$ cat src/logic/lc3Pkg.sv
`default_nettype none

package lc3Pkg;

	// standard LC-3 opcode encodings.
	typedef enum logic [3:0] {
		OpBr   = 4'b0000,
		OpAdd  = 4'b0001,
		OpLd   = 4'b0010,
		OpSt   = 4'b0011,
		OpJsr  = 4'b0100,
		OpAnd  = 4'b0101,
		OpLdr  = 4'b0110,
		OpStr  = 4'b0111,
		OpRti  = 4'b1000,
		OpNot  = 4'b1001,
		OpLdi  = 4'b1010,
		OpSti  = 4'b1011,
		OpJmp  = 4'b1100,
		OpRes  = 4'b1101,
		OpLea  = 4'b1110,
		OpTrap = 4'b1111
	} opcodeT;

	typedef enum logic [1:0] {
		AluAdd,
		AluAnd,
		AluNot,
		AluPass
	} aluOpT;

	typedef enum logic {
		AddrPcRel,
		AddrBase
	} addrModeT;

	typedef enum logic [1:0] {
		StIdle,
		StExec,
		StDone
	} ctrlStateT;

	// byte addresses of the read map.
	localparam logic [5:0] RegAddrBase = 6'h00; // R0..R7 at 0x00..0x1C.
	localparam logic [5:0] PcAddr      = 6'h20;
	localparam logic [5:0] CcAddr      = 6'h24;

	localparam logic [5:0] InstrAddr   = 6'h00; // write map.

	localparam logic [1:0] RespOkay    = 2'd0;
	localparam logic [1:0] RespSlvErr  = 2'd2;

endpackage

`default_nettype wire

$ cat src/logic/regFile.sv
`default_nettype none
`timescale 1ns/1ps

module regFile (
	input  logic        Clk,
	input  logic        reset,
	input  logic        ldReg,
	input  logic [2:0]  drSel,
	input  logic [15:0] bus,
	input  logic [2:0]  sr1Sel,
	input  logic [2:0]  sr2Sel,
	output logic [15:0] sr1Out,
	output logic [15:0] sr2Out
);

	logic [7:0][15:0] regs;

	always_ff @(posedge Clk)
	begin
		if (reset)
		begin
			for (int i = 0; i < 8; i++)
			begin
				regs[i] <= 16'h0;
			end
		end
		else if (ldReg)
		begin
			regs[drSel] <= bus;
		end
	end

	// both read ports are combinational.
	assign sr1Out = regs[sr1Sel];
	assign sr2Out = regs[sr2Sel]; // shared with host reads while idle.

endmodule

`default_nettype wire

$ cat src/logic/aluUnit.sv
`default_nettype none
`timescale 1ns/1ps

module aluUnit (
	input  logic          [15:0] srcA,
	input  logic          [15:0] srcB,
	input  logic          [4:0]  imm5,
	input  logic                 useImm,
	input  lc3Pkg::aluOpT        aluOp,
	output logic          [15:0] result
);

	logic [15:0] immExt;
	logic [15:0] opB;

	assign immExt = {{11{imm5[4]}}, imm5};
	assign opB = useImm ? immExt : srcB;

	always_comb
	begin
		case (aluOp)
			lc3Pkg::AluAdd:
			begin
				result = srcA + opB;
			end
			lc3Pkg::AluAnd:
			begin
				result = srcA & opB;
			end
			lc3Pkg::AluNot:
			begin
				result = ~srcA;
			end
			default:
			begin
				result = srcA; // pass.
			end
		endcase
	end

endmodule

`default_nettype wire

$ cat src/logic/addressUnit.sv
`default_nettype none
`timescale 1ns/1ps

module addressUnit (
	input  logic             [15:0] pc,
	input  logic             [15:0] base,
	input  logic             [8:0]  offset9,
	input  lc3Pkg::addrModeT        addrMode,
	output logic             [15:0] target
);

	logic [15:0] offExt;
	logic [15:0] pcInc;
	logic [15:0] pcRel;

	// offsets are relative to the already incremented PC.
	assign offExt = {{7{offset9[8]}}, offset9};
	assign pcInc  = pc + 16'd1;
	assign pcRel  = pcInc + offExt;

	always_comb
	begin
		if (addrMode == lc3Pkg::AddrBase)
		begin
			target = base; // JMP.
		end
		else
		begin
			target = pcRel;
		end
	end

endmodule

`default_nettype wire

$ cat src/logic/execControl.sv
`default_nettype none
`timescale 1ns/1ps

module execControl #(
	parameter logic [15:0] ResetPc = 16'h3000
) (
	input  logic                    Clk,
	input  logic                    reset,
	input  logic                    instrValid,
	input  logic             [15:0] instr,
	input  logic             [15:0] aluResult,
	input  logic             [15:0] target,
	input  logic             [2:0]  hostRegSel,
	output logic             [2:0]  sr1Sel,
	output logic             [2:0]  sr2Sel,
	output logic                    useImm,
	output logic             [4:0]  imm5,
	output logic             [8:0]  offset9,
	output lc3Pkg::aluOpT           aluOp,
	output lc3Pkg::addrModeT        addrMode,
	output logic                    ldReg,
	output logic             [2:0]  drSel,
	output logic             [15:0] bus,
	output logic             [15:0] pc,
	output logic             [2:0]  nzp,
	output logic                    busy,
	output logic                    done,
	output logic                    illegal
);

	lc3Pkg::ctrlStateT state;
	lc3Pkg::opcodeT    opcode;
	logic [15:0] ir;
	logic        supported;
	logic        writesReg;
	logic        ben;
	logic        takeTarget;
	logic [15:0] nextPc;
	logic [2:0]  newNzp;

	assign opcode  = lc3Pkg::opcodeT'(ir[15:12]);
	assign drSel   = ir[11:9];
	assign sr1Sel  = ir[8:6]; // also the JMP base register.
	assign useImm  = ir[5];
	assign imm5    = ir[4:0];
	assign offset9 = ir[8:0];

	// the host borrows the second read port while idle.
	assign sr2Sel = (state == lc3Pkg::StIdle) ? hostRegSel : ir[2:0];

	always_comb
	begin
		supported = 1'b0;
		writesReg = 1'b0;
		aluOp     = lc3Pkg::AluPass;
		addrMode  = lc3Pkg::AddrPcRel;
		case (opcode)
			lc3Pkg::OpAdd:
			begin
				supported = 1'b1;
				writesReg = 1'b1;
				aluOp     = lc3Pkg::AluAdd;
			end
			lc3Pkg::OpAnd:
			begin
				supported = 1'b1;
				writesReg = 1'b1;
				aluOp     = lc3Pkg::AluAnd;
			end
			lc3Pkg::OpNot:
			begin
				supported = 1'b1;
				writesReg = 1'b1;
				aluOp     = lc3Pkg::AluNot;
			end
			lc3Pkg::OpLea:
			begin
				supported = 1'b1;
				writesReg = 1'b1;
			end
			lc3Pkg::OpBr:  supported = 1'b1;
			lc3Pkg::OpJmp:
			begin
				supported = 1'b1;
				addrMode  = lc3Pkg::AddrBase;
			end
			default: ; // memory, JSR, TRAP, RTI and reserved.
		endcase
	end

	// branch enable means any selected code is currently set.
	assign ben        = |(ir[11:9] & nzp);
	assign takeTarget = ((opcode == lc3Pkg::OpBr) && ben) || (opcode == lc3Pkg::OpJmp);
	assign nextPc     = takeTarget ? target : pc + 16'd1;

	assign bus    = (opcode == lc3Pkg::OpLea) ? target : aluResult;
	assign newNzp = {bus[15], (bus == 16'h0), (!bus[15] && (bus != 16'h0))};

	assign ldReg   = (state == lc3Pkg::StExec) && writesReg;
	assign busy    = (state != lc3Pkg::StIdle);
	assign done    = (state == lc3Pkg::StDone);
	assign illegal = done && !supported;

	always_ff @(posedge Clk)
	begin
		if (reset)
			state <= lc3Pkg::StIdle;
		else
		begin
			case (state)
				lc3Pkg::StIdle: if (instrValid) state <= lc3Pkg::StExec;
				lc3Pkg::StExec: state <= lc3Pkg::StDone;
				default:        state <= lc3Pkg::StIdle;
			endcase
		end
	end

	always_ff @(posedge Clk)
	begin
		if (instrValid && (state == lc3Pkg::StIdle))
			ir <= instr;
	end

	always_ff @(posedge Clk)
	begin
		if (reset)
		begin
			pc  <= ResetPc;
			nzp <= 3'b010;
		end
		else
		begin
			if ((state == lc3Pkg::StExec) && supported)
				pc <= nextPc;
			if (ldReg)
				nzp <= newNzp;
		end
	end

endmodule

`default_nettype wire

$ cat src/logic/axiLiteHost.sv
`default_nettype none
`timescale 1ns/1ps

module axiLiteHost (
	input  logic        Clk,
	input  logic        reset,
	input  logic [5:0]  AWADDR,
	input  logic        AWVALID,
	output logic        AWREADY,
	input  logic [31:0] WDATA,
	input  logic [3:0]  WSTRB,
	input  logic        WVALID,
	output logic        WREADY,
	output logic [1:0]  BRESP,
	output logic        BVALID,
	input  logic        BREADY,
	input  logic [5:0]  ARADDR,
	input  logic        ARVALID,
	output logic        ARREADY,
	output logic [31:0] RDATA,
	output logic [1:0]  RRESP,
	output logic        RVALID,
	input  logic        RREADY,
	output logic        instrValid,
	output logic [15:0] instr,
	input  logic        busy,
	input  logic        done,
	input  logic        illegal,
	output logic [2:0]  hostRegSel,
	input  logic [15:0] regData,
	input  logic [15:0] pc,
	input  logic [2:0]  nzp
);

	logic        wrAccept;
	logic        rdAccept;
	logic        wrPending; // accepted, response not yet raised.
	logic        wrBad;
	logic        wrRespNow;
	logic        rdPending;
	logic [31:0] rdWord;
	logic [1:0]  rdResp;

	assign wrAccept   = AWVALID && AWREADY && WVALID && WREADY;
	assign rdAccept   = ARVALID && ARREADY;
	assign wrRespNow  = wrPending && (wrBad || done);
	assign hostRegSel = ARADDR[4:2];

	always_comb
	begin
		rdWord = 32'h0;
		rdResp = lc3Pkg::RespOkay;
		if ((ARADDR & ~6'h1C) == lc3Pkg::RegAddrBase)
			rdWord = {16'h0, regData};
		else if (ARADDR == lc3Pkg::PcAddr)
			rdWord = {16'h0, pc};
		else if (ARADDR == lc3Pkg::CcAddr)
			rdWord = {29'h0, nzp};
		else
			rdResp = lc3Pkg::RespSlvErr;
	end

	always_ff @(posedge Clk)
	begin
		if (reset)
		begin
			AWREADY    <= 1'b0;
			WREADY     <= 1'b0;
			BVALID     <= 1'b0;
			instrValid <= 1'b0;
			wrPending  <= 1'b0;
			wrBad      <= 1'b0;
		end
		else
		begin
			instrValid <= 1'b0;
			if (wrAccept)
			begin
				AWREADY   <= 1'b0;
				WREADY    <= 1'b0;
				wrPending <= 1'b1;
				if (AWADDR == lc3Pkg::InstrAddr)
					instrValid <= 1'b1;
				else
					wrBad <= 1'b1;
			end
			else if (AWVALID && WVALID && !AWREADY && !wrPending && !BVALID && !busy)
			begin
				AWREADY <= 1'b1;
				WREADY  <= 1'b1;
			end

			if (wrRespNow)
			begin
				BVALID    <= 1'b1;
				wrPending <= 1'b0;
				wrBad     <= 1'b0;
			end
			else if (BVALID && BREADY)
				BVALID <= 1'b0;
		end
	end

	always_ff @(posedge Clk)
	begin
		if (wrAccept)
			instr <= WDATA[15:0];
		if (wrRespNow)
			BRESP <= (wrBad || illegal) ? lc3Pkg::RespSlvErr : lc3Pkg::RespOkay;
	end

	// reads wait while an instruction is in flight, it owns the sr2 port.
	always_ff @(posedge Clk)
	begin
		if (reset)
		begin
			ARREADY   <= 1'b0;
			RVALID    <= 1'b0;
			rdPending <= 1'b0;
		end
		else
		begin
			if (rdAccept)
			begin
				ARREADY   <= 1'b0;
				rdPending <= 1'b1;
			end
			else if (ARVALID && !ARREADY && !rdPending && !RVALID && !busy && !wrPending)
				ARREADY <= 1'b1;

			if (rdPending)
			begin
				RVALID    <= 1'b1;
				rdPending <= 1'b0;
			end
			else if (RVALID && RREADY)
				RVALID <= 1'b0;
		end
	end

	always_ff @(posedge Clk)
	begin
		if (rdAccept)
		begin
			RDATA <= rdWord;
			RRESP <= rdResp;
		end
	end

endmodule

`default_nettype wire

$ cat src/logic/lc3Top.sv
`default_nettype none
`timescale 1ns/1ps

module lc3Top #(
	parameter logic [15:0] ResetPc = 16'h3000
) (
	input  logic        Clk,
	input  logic        reset,
	input  logic [5:0]  AWADDR,
	input  logic        AWVALID,
	output logic        AWREADY,
	input  logic [31:0] WDATA,
	input  logic [3:0]  WSTRB,
	input  logic        WVALID,
	output logic        WREADY,
	output logic [1:0]  BRESP,
	output logic        BVALID,
	input  logic        BREADY,
	input  logic [5:0]  ARADDR,
	input  logic        ARVALID,
	output logic        ARREADY,
	output logic [31:0] RDATA,
	output logic [1:0]  RRESP,
	output logic        RVALID,
	input  logic        RREADY
);

	logic             instrValid;
	logic [15:0]      instr;
	logic             busy;
	logic             done;
	logic             illegal;
	logic [2:0]       hostRegSel;
	logic [15:0]      pc;
	logic [2:0]       nzp;
	logic [2:0]       sr1Sel;
	logic [2:0]       sr2Sel;
	logic [15:0]      sr1Out;
	logic [15:0]      sr2Out;
	logic             useImm;
	logic [4:0]       imm5;
	logic [8:0]       offset9;
	lc3Pkg::aluOpT    aluOp;
	lc3Pkg::addrModeT addrMode;
	logic             ldReg;
	logic [2:0]       drSel;
	logic [15:0]      bus;
	logic [15:0]      aluResult;
	logic [15:0]      target;

	axiLiteHost host (
		.Clk, .reset,
		.AWADDR, .AWVALID, .AWREADY,
		.WDATA, .WSTRB, .WVALID, .WREADY,
		.BRESP, .BVALID, .BREADY,
		.ARADDR, .ARVALID, .ARREADY,
		.RDATA, .RRESP, .RVALID, .RREADY,
		.instrValid, .instr, .busy, .done, .illegal,
		.hostRegSel, .regData(sr2Out), .pc, .nzp
	);

	execControl #(.ResetPc(ResetPc)) ctrl (
		.Clk, .reset, .instrValid, .instr, .aluResult, .target, .hostRegSel,
		.sr1Sel, .sr2Sel, .useImm, .imm5, .offset9, .aluOp, .addrMode,
		.ldReg, .drSel, .bus, .pc, .nzp, .busy, .done, .illegal
	);

	regFile regs (
		.Clk, .reset, .ldReg, .drSel, .bus,
		.sr1Sel, .sr2Sel, .sr1Out, .sr2Out
	);

	// both units see the same decoded instruction.
	aluUnit alu (
		.srcA(sr1Out), .srcB(sr2Out), .imm5, .useImm, .aluOp, .result(aluResult)
	);

	addressUnit addrUnit (
		.pc, .base(sr1Out), .offset9, .addrMode, .target
	);

endmodule

`default_nettype wire

$ cat config.mk
export PLATFORM = sky130hd
export DESIGN_NAME = lc3Top
export DESIGN_NICKNAME = d
export VERILOG_FILES = /design/src/logic/lc3Pkg.sv /design/src/logic/regFile.sv /design/src/logic/aluUnit.sv /design/src/logic/addressUnit.sv /design/src/logic/execControl.sv /design/src/logic/axiLiteHost.sv /design/src/logic/lc3Top.sv
export SDC_FILE = /design/constraint.sdc
export NUM_CORES = 1
export LEC_CHECK = 0
export CORE_MARGIN = 1.5
export CORE_UTILIZATION = 65
export DETAILED_ROUTE_END_ITERATION = 8
export DONT_BUFFER_PORTS = 1
export GPL_TIMING_DRIVEN = 0
export HOLD_SLACK_MARGIN = 0.02
export PLACE_DENSITY = 0.86
export SYNTH_ARGS = -nofsm -noshare
export SYNTH_HDL_FRONTEND = slang
export SYNTH_SLANG_ARGS = --single-unit
$ cat constraint.sdc
create_clock -name Clk -period 6.14 [get_ports Clk]
set_clock_uncertainty 0.1 [all_clocks]
set_input_delay 1.228 -clock Clk [delete_from_list [all_inputs] [get_ports Clk]]
set_output_delay 1.228 -clock Clk [all_outputs]
set_load 0.005 [all_outputs]
==> flow_metrics.tcl <==
set metrics [dict create \
    status "finished clean" \
    drv_slew 0 \
    power_frac_comb_pct 3.0 \
    clk_path_buf_depth 3 \
    antenna_found_initial 0 \
    grt_usage_pct 41.5 \
    netlist_area_mm2 0.0126 \
    crit_required_ns 6.46 \
    hold_path_depth 0 \
    hold_violations 0 \
    post_drt_wl_per_cell_um 24.5 \
    fp.dieW_um 142 \
    synthArstFlopShare_pct 0 \
    grt_pass1_vias 11000 \
    insertion_delay_ns 0.54 \
    ctsHoldBuffers 0 \
    synth.area.top_cells "dfxtp_1, edfxtp_1, mux4_2" \
    synth_common_cells "nand2_1, dfxtp_1, a21oi_1" \
    grt_start_max_net_pins 20 \
    arrival_ns 6.33 \
    drive_gt1_share_pct 11.7 \
    grt_pass1_wl_mm 62.5 \
    ant_nets 0 \
    hpwl_mm 30.0 \
    setup_viol 0 \
    ys_warn_count 0 \
    cts_max_level 1 \
    dieArea_mm2 0.0202 \
    vias 11900 \
    clk_pin_slew_ns 0.06 \
    p_switching_mw 0.694 \
    fin_crit_ns 6.01 \
    stdcell_area_mm2 0.0138 \
    drt_iter0_markers 1818 \
    whs_ns 0.309 \
    pwr-share-clk_pct 50.1 \
    min_period_over_period_pct 97.9 \
    end_kind "flop" \
    diodes 0 \
    p_leak_nw 5.00 \
    cts_tree "done" \
    yosys_register_bits 207 \
    syn2layout_area_growth_pct 10.3 \
    synth_flop_cell "dfxtp_1" \
    synth_cell_types 84 \
    drt-total-wl_mm 42.1 \
    path_class "flop to flop" \
    nets 1537 \
    r2r_cells 16 \
    critPathLaunchType "flop" \
    cp_max_fo 11 \
    max_cap_violations 0 \
    place_congestion 0.988 \
    finalSetupTns_ns 0 \
    vdd_ir_drop_max_mv 0.262 \
    cts_root_buf "clkbuf_16" \
    yosysMostFrequentCell "nand2_1" \
    avgSynthCellArea_um2 8.95 \
    synth_edf_count 50 \
    via_per_inst 6.92 \
    drc 0 \
    portBuffers 0 \
    seq_area_frac_synth_pct 37.0 \
    p_seq_share_pct 46.9 \
    p_sw_share_pct 23.2 \
    hold_path_class "flop to flop" \
    cts_made_buffers 23 \
    fp.coreArea_mm2 0.0188 \
    synth_cells 1403 \
    fmax_mhz 166 \
    rows 50 \
    die_h_um 142 \
    p_int_mw 2.30 \
    ioPinCount 96 \
    synth_top_cell_by_area "dfxtp_1" \
    clkSinkCount 207 \
    nFillCells 1406 \
    first_pass_iters 6 \
    tightest_slew_ns 1.19 \
    max_slew_margin_pct 19.8 \
    placedInstanceArea_mm2 0.0129 \
    grt.overflow.total 0 \
    rsz0062_at_grt "no" \
    start_util_pct 66.7 \
    synth_top_area_share_pct 25.0 \
    powerDensity_mw_per_mm2 216 \
]
worst max-delay path, cell delays in order, from the launching register on:
cell	delay, ns
edfxtp_1	0.79
buf_2	0.42
buf_2	0.45
mux4_1	0.37
mux2i_1	0.53
inv_1	0.14
ha_1	0.36
a21o_1	0.22
a211oi_1	0.26
a21boi_0	0.23
o31ai_1	0.41
mux2i_1	0.24
a222oi_1	0.10
clkbuf_1	0.31
nor3_1	0.36
nand4b_1	0.26
a211o_1	0.33
placed cells by master (no fill, tap or decap), types with 4 or more instances in the layout:
master     count
nand2_1      233
dfxtp_1      157
a21oi_1      156
nor2_1       138
clkbuf_1      76
o21ai_0       61
a211oi_1      56
mux4_2        54
edfxtp_1      50
ha_1          35
mux2i_1       33
inv_1         27
nor3_1        25
clkbuf_16     24
buf_4         21
xnor2_1       19
conb_1        18
nand3_1       16
nor2b_1       14
o22ai_1       13
xor2_1        12
and3_1        11
buf_2         11
nand2b_1      10
nor3b_1        9
mux4_1         8
mux2_2         7
nor4_1         7
and2_1         6
a31oi_1        6
a21o_1         6
o211ai_1       6
or3_1          5
o21bai_1       5
or2_2          5
mux2i_4        4
nand3b_1       4
o211a_1        4
nor4b_1        4
inv_6          4
stage by stage:
step	power [mW]	utilization (%)	cells	worst slack (ns)
6_report	2.99	73.5	1722	0.131
5_1_grt	3.04	73.5	1722	0.00430
4_1_cts	2.97	73.3	1722	0.0388
3_5_place_dp	1.52	68.7	1680	-1.21
3_3_place_gp	1.52	68.7	1680	-1.24
2_1_floorplan	1.49	-	1420	0.602
what timing repair did:
action	4_1_cts	5_1_grt
resized for setup	10	11
setup buffers	0	0
hold endpoints to repair	0	0
gates cloned	0	0
endpoints found under the setup margin	43	10
sequential cells by signal, summed over array words and instances (netlist names), 2 cells and up:
name and cells:
ctrl.pc 16, ctrl.state 2, host.instr 16, host.RDATA 16, regs.regs 128, ctrl.nzp 3
ctrl.ir 16
layout make-up:
cell class                      instances  area (µm²)  share of cell area [%]
Multi-Input combinational cell       1067        7370                    53.2
Sequential cell                       207        4640                    33.5
Clock buffer                           26         618                    4.46
Buffer                                119         586                    4.23
Tap cell                              260         325                    2.35
Clock inverter                         16         201                    1.45
Inverter                               27         101                   0.732
logic make-up after synthesis:
kind of cell / count (synthesis) / synth area share [%]
xor+xnor: 31 / 2.16
compound gates: 369 / 18.6
simple gates: 504 / 17.8
flops: 207 / 37.0
fa+ha+maj: 37 / 3.81
mux: 108 / 15.2
other cells: 1 / 0.0299
buf+inv: 146 / 5.36
metal layers:
| metal | part of all wire [%] | track usage (%) |
|---|---|---|
| met1 | 37 | 56.8 |
| met2 | 41 | 59.7 |
| met3 | 15 | 10.2 |
| met4 | 6.5 | 24.2 |
| met5 | 0.13 | 2.01 |
path summary, 6_finish.rpt:
path / start / endpoint / slack, ns
setup / recovery: ctrl.ir[8]$_DFFE_PP_ / ctrl.nzp[0]$_SDFFE_PP0P_ / 0.13
hold / removal: host.instr[9]$_DFFE_PP_ / ctrl.ir[9]$_DFFE_PP_ / 0.31
setup reg to reg: ctrl.ir[8]$_DFFE_PP_ / ctrl.nzp[0]$_SDFFE_PP0P_ / 0.13
hold reg to reg: host.instr[9]$_DFFE_PP_ / ctrl.ir[9]$_DFFE_PP_ / 0.31
power groups by stage:
stage / combinational, mW / clock [mW] / sequential (mW)
finish: 0.0886 / 1.50 / 1.40
global route: 0.0910 / 1.55 / 1.40
global placement: 0.0814 / 0 / 1.43
CTS: 0.0825 / 1.49 / 1.40
detailed placement: 0.0821 / 0 / 1.43
floorplan: 0.0568 / 0 / 1.43
Note: power is estimated with default switching activity, not from simulation.
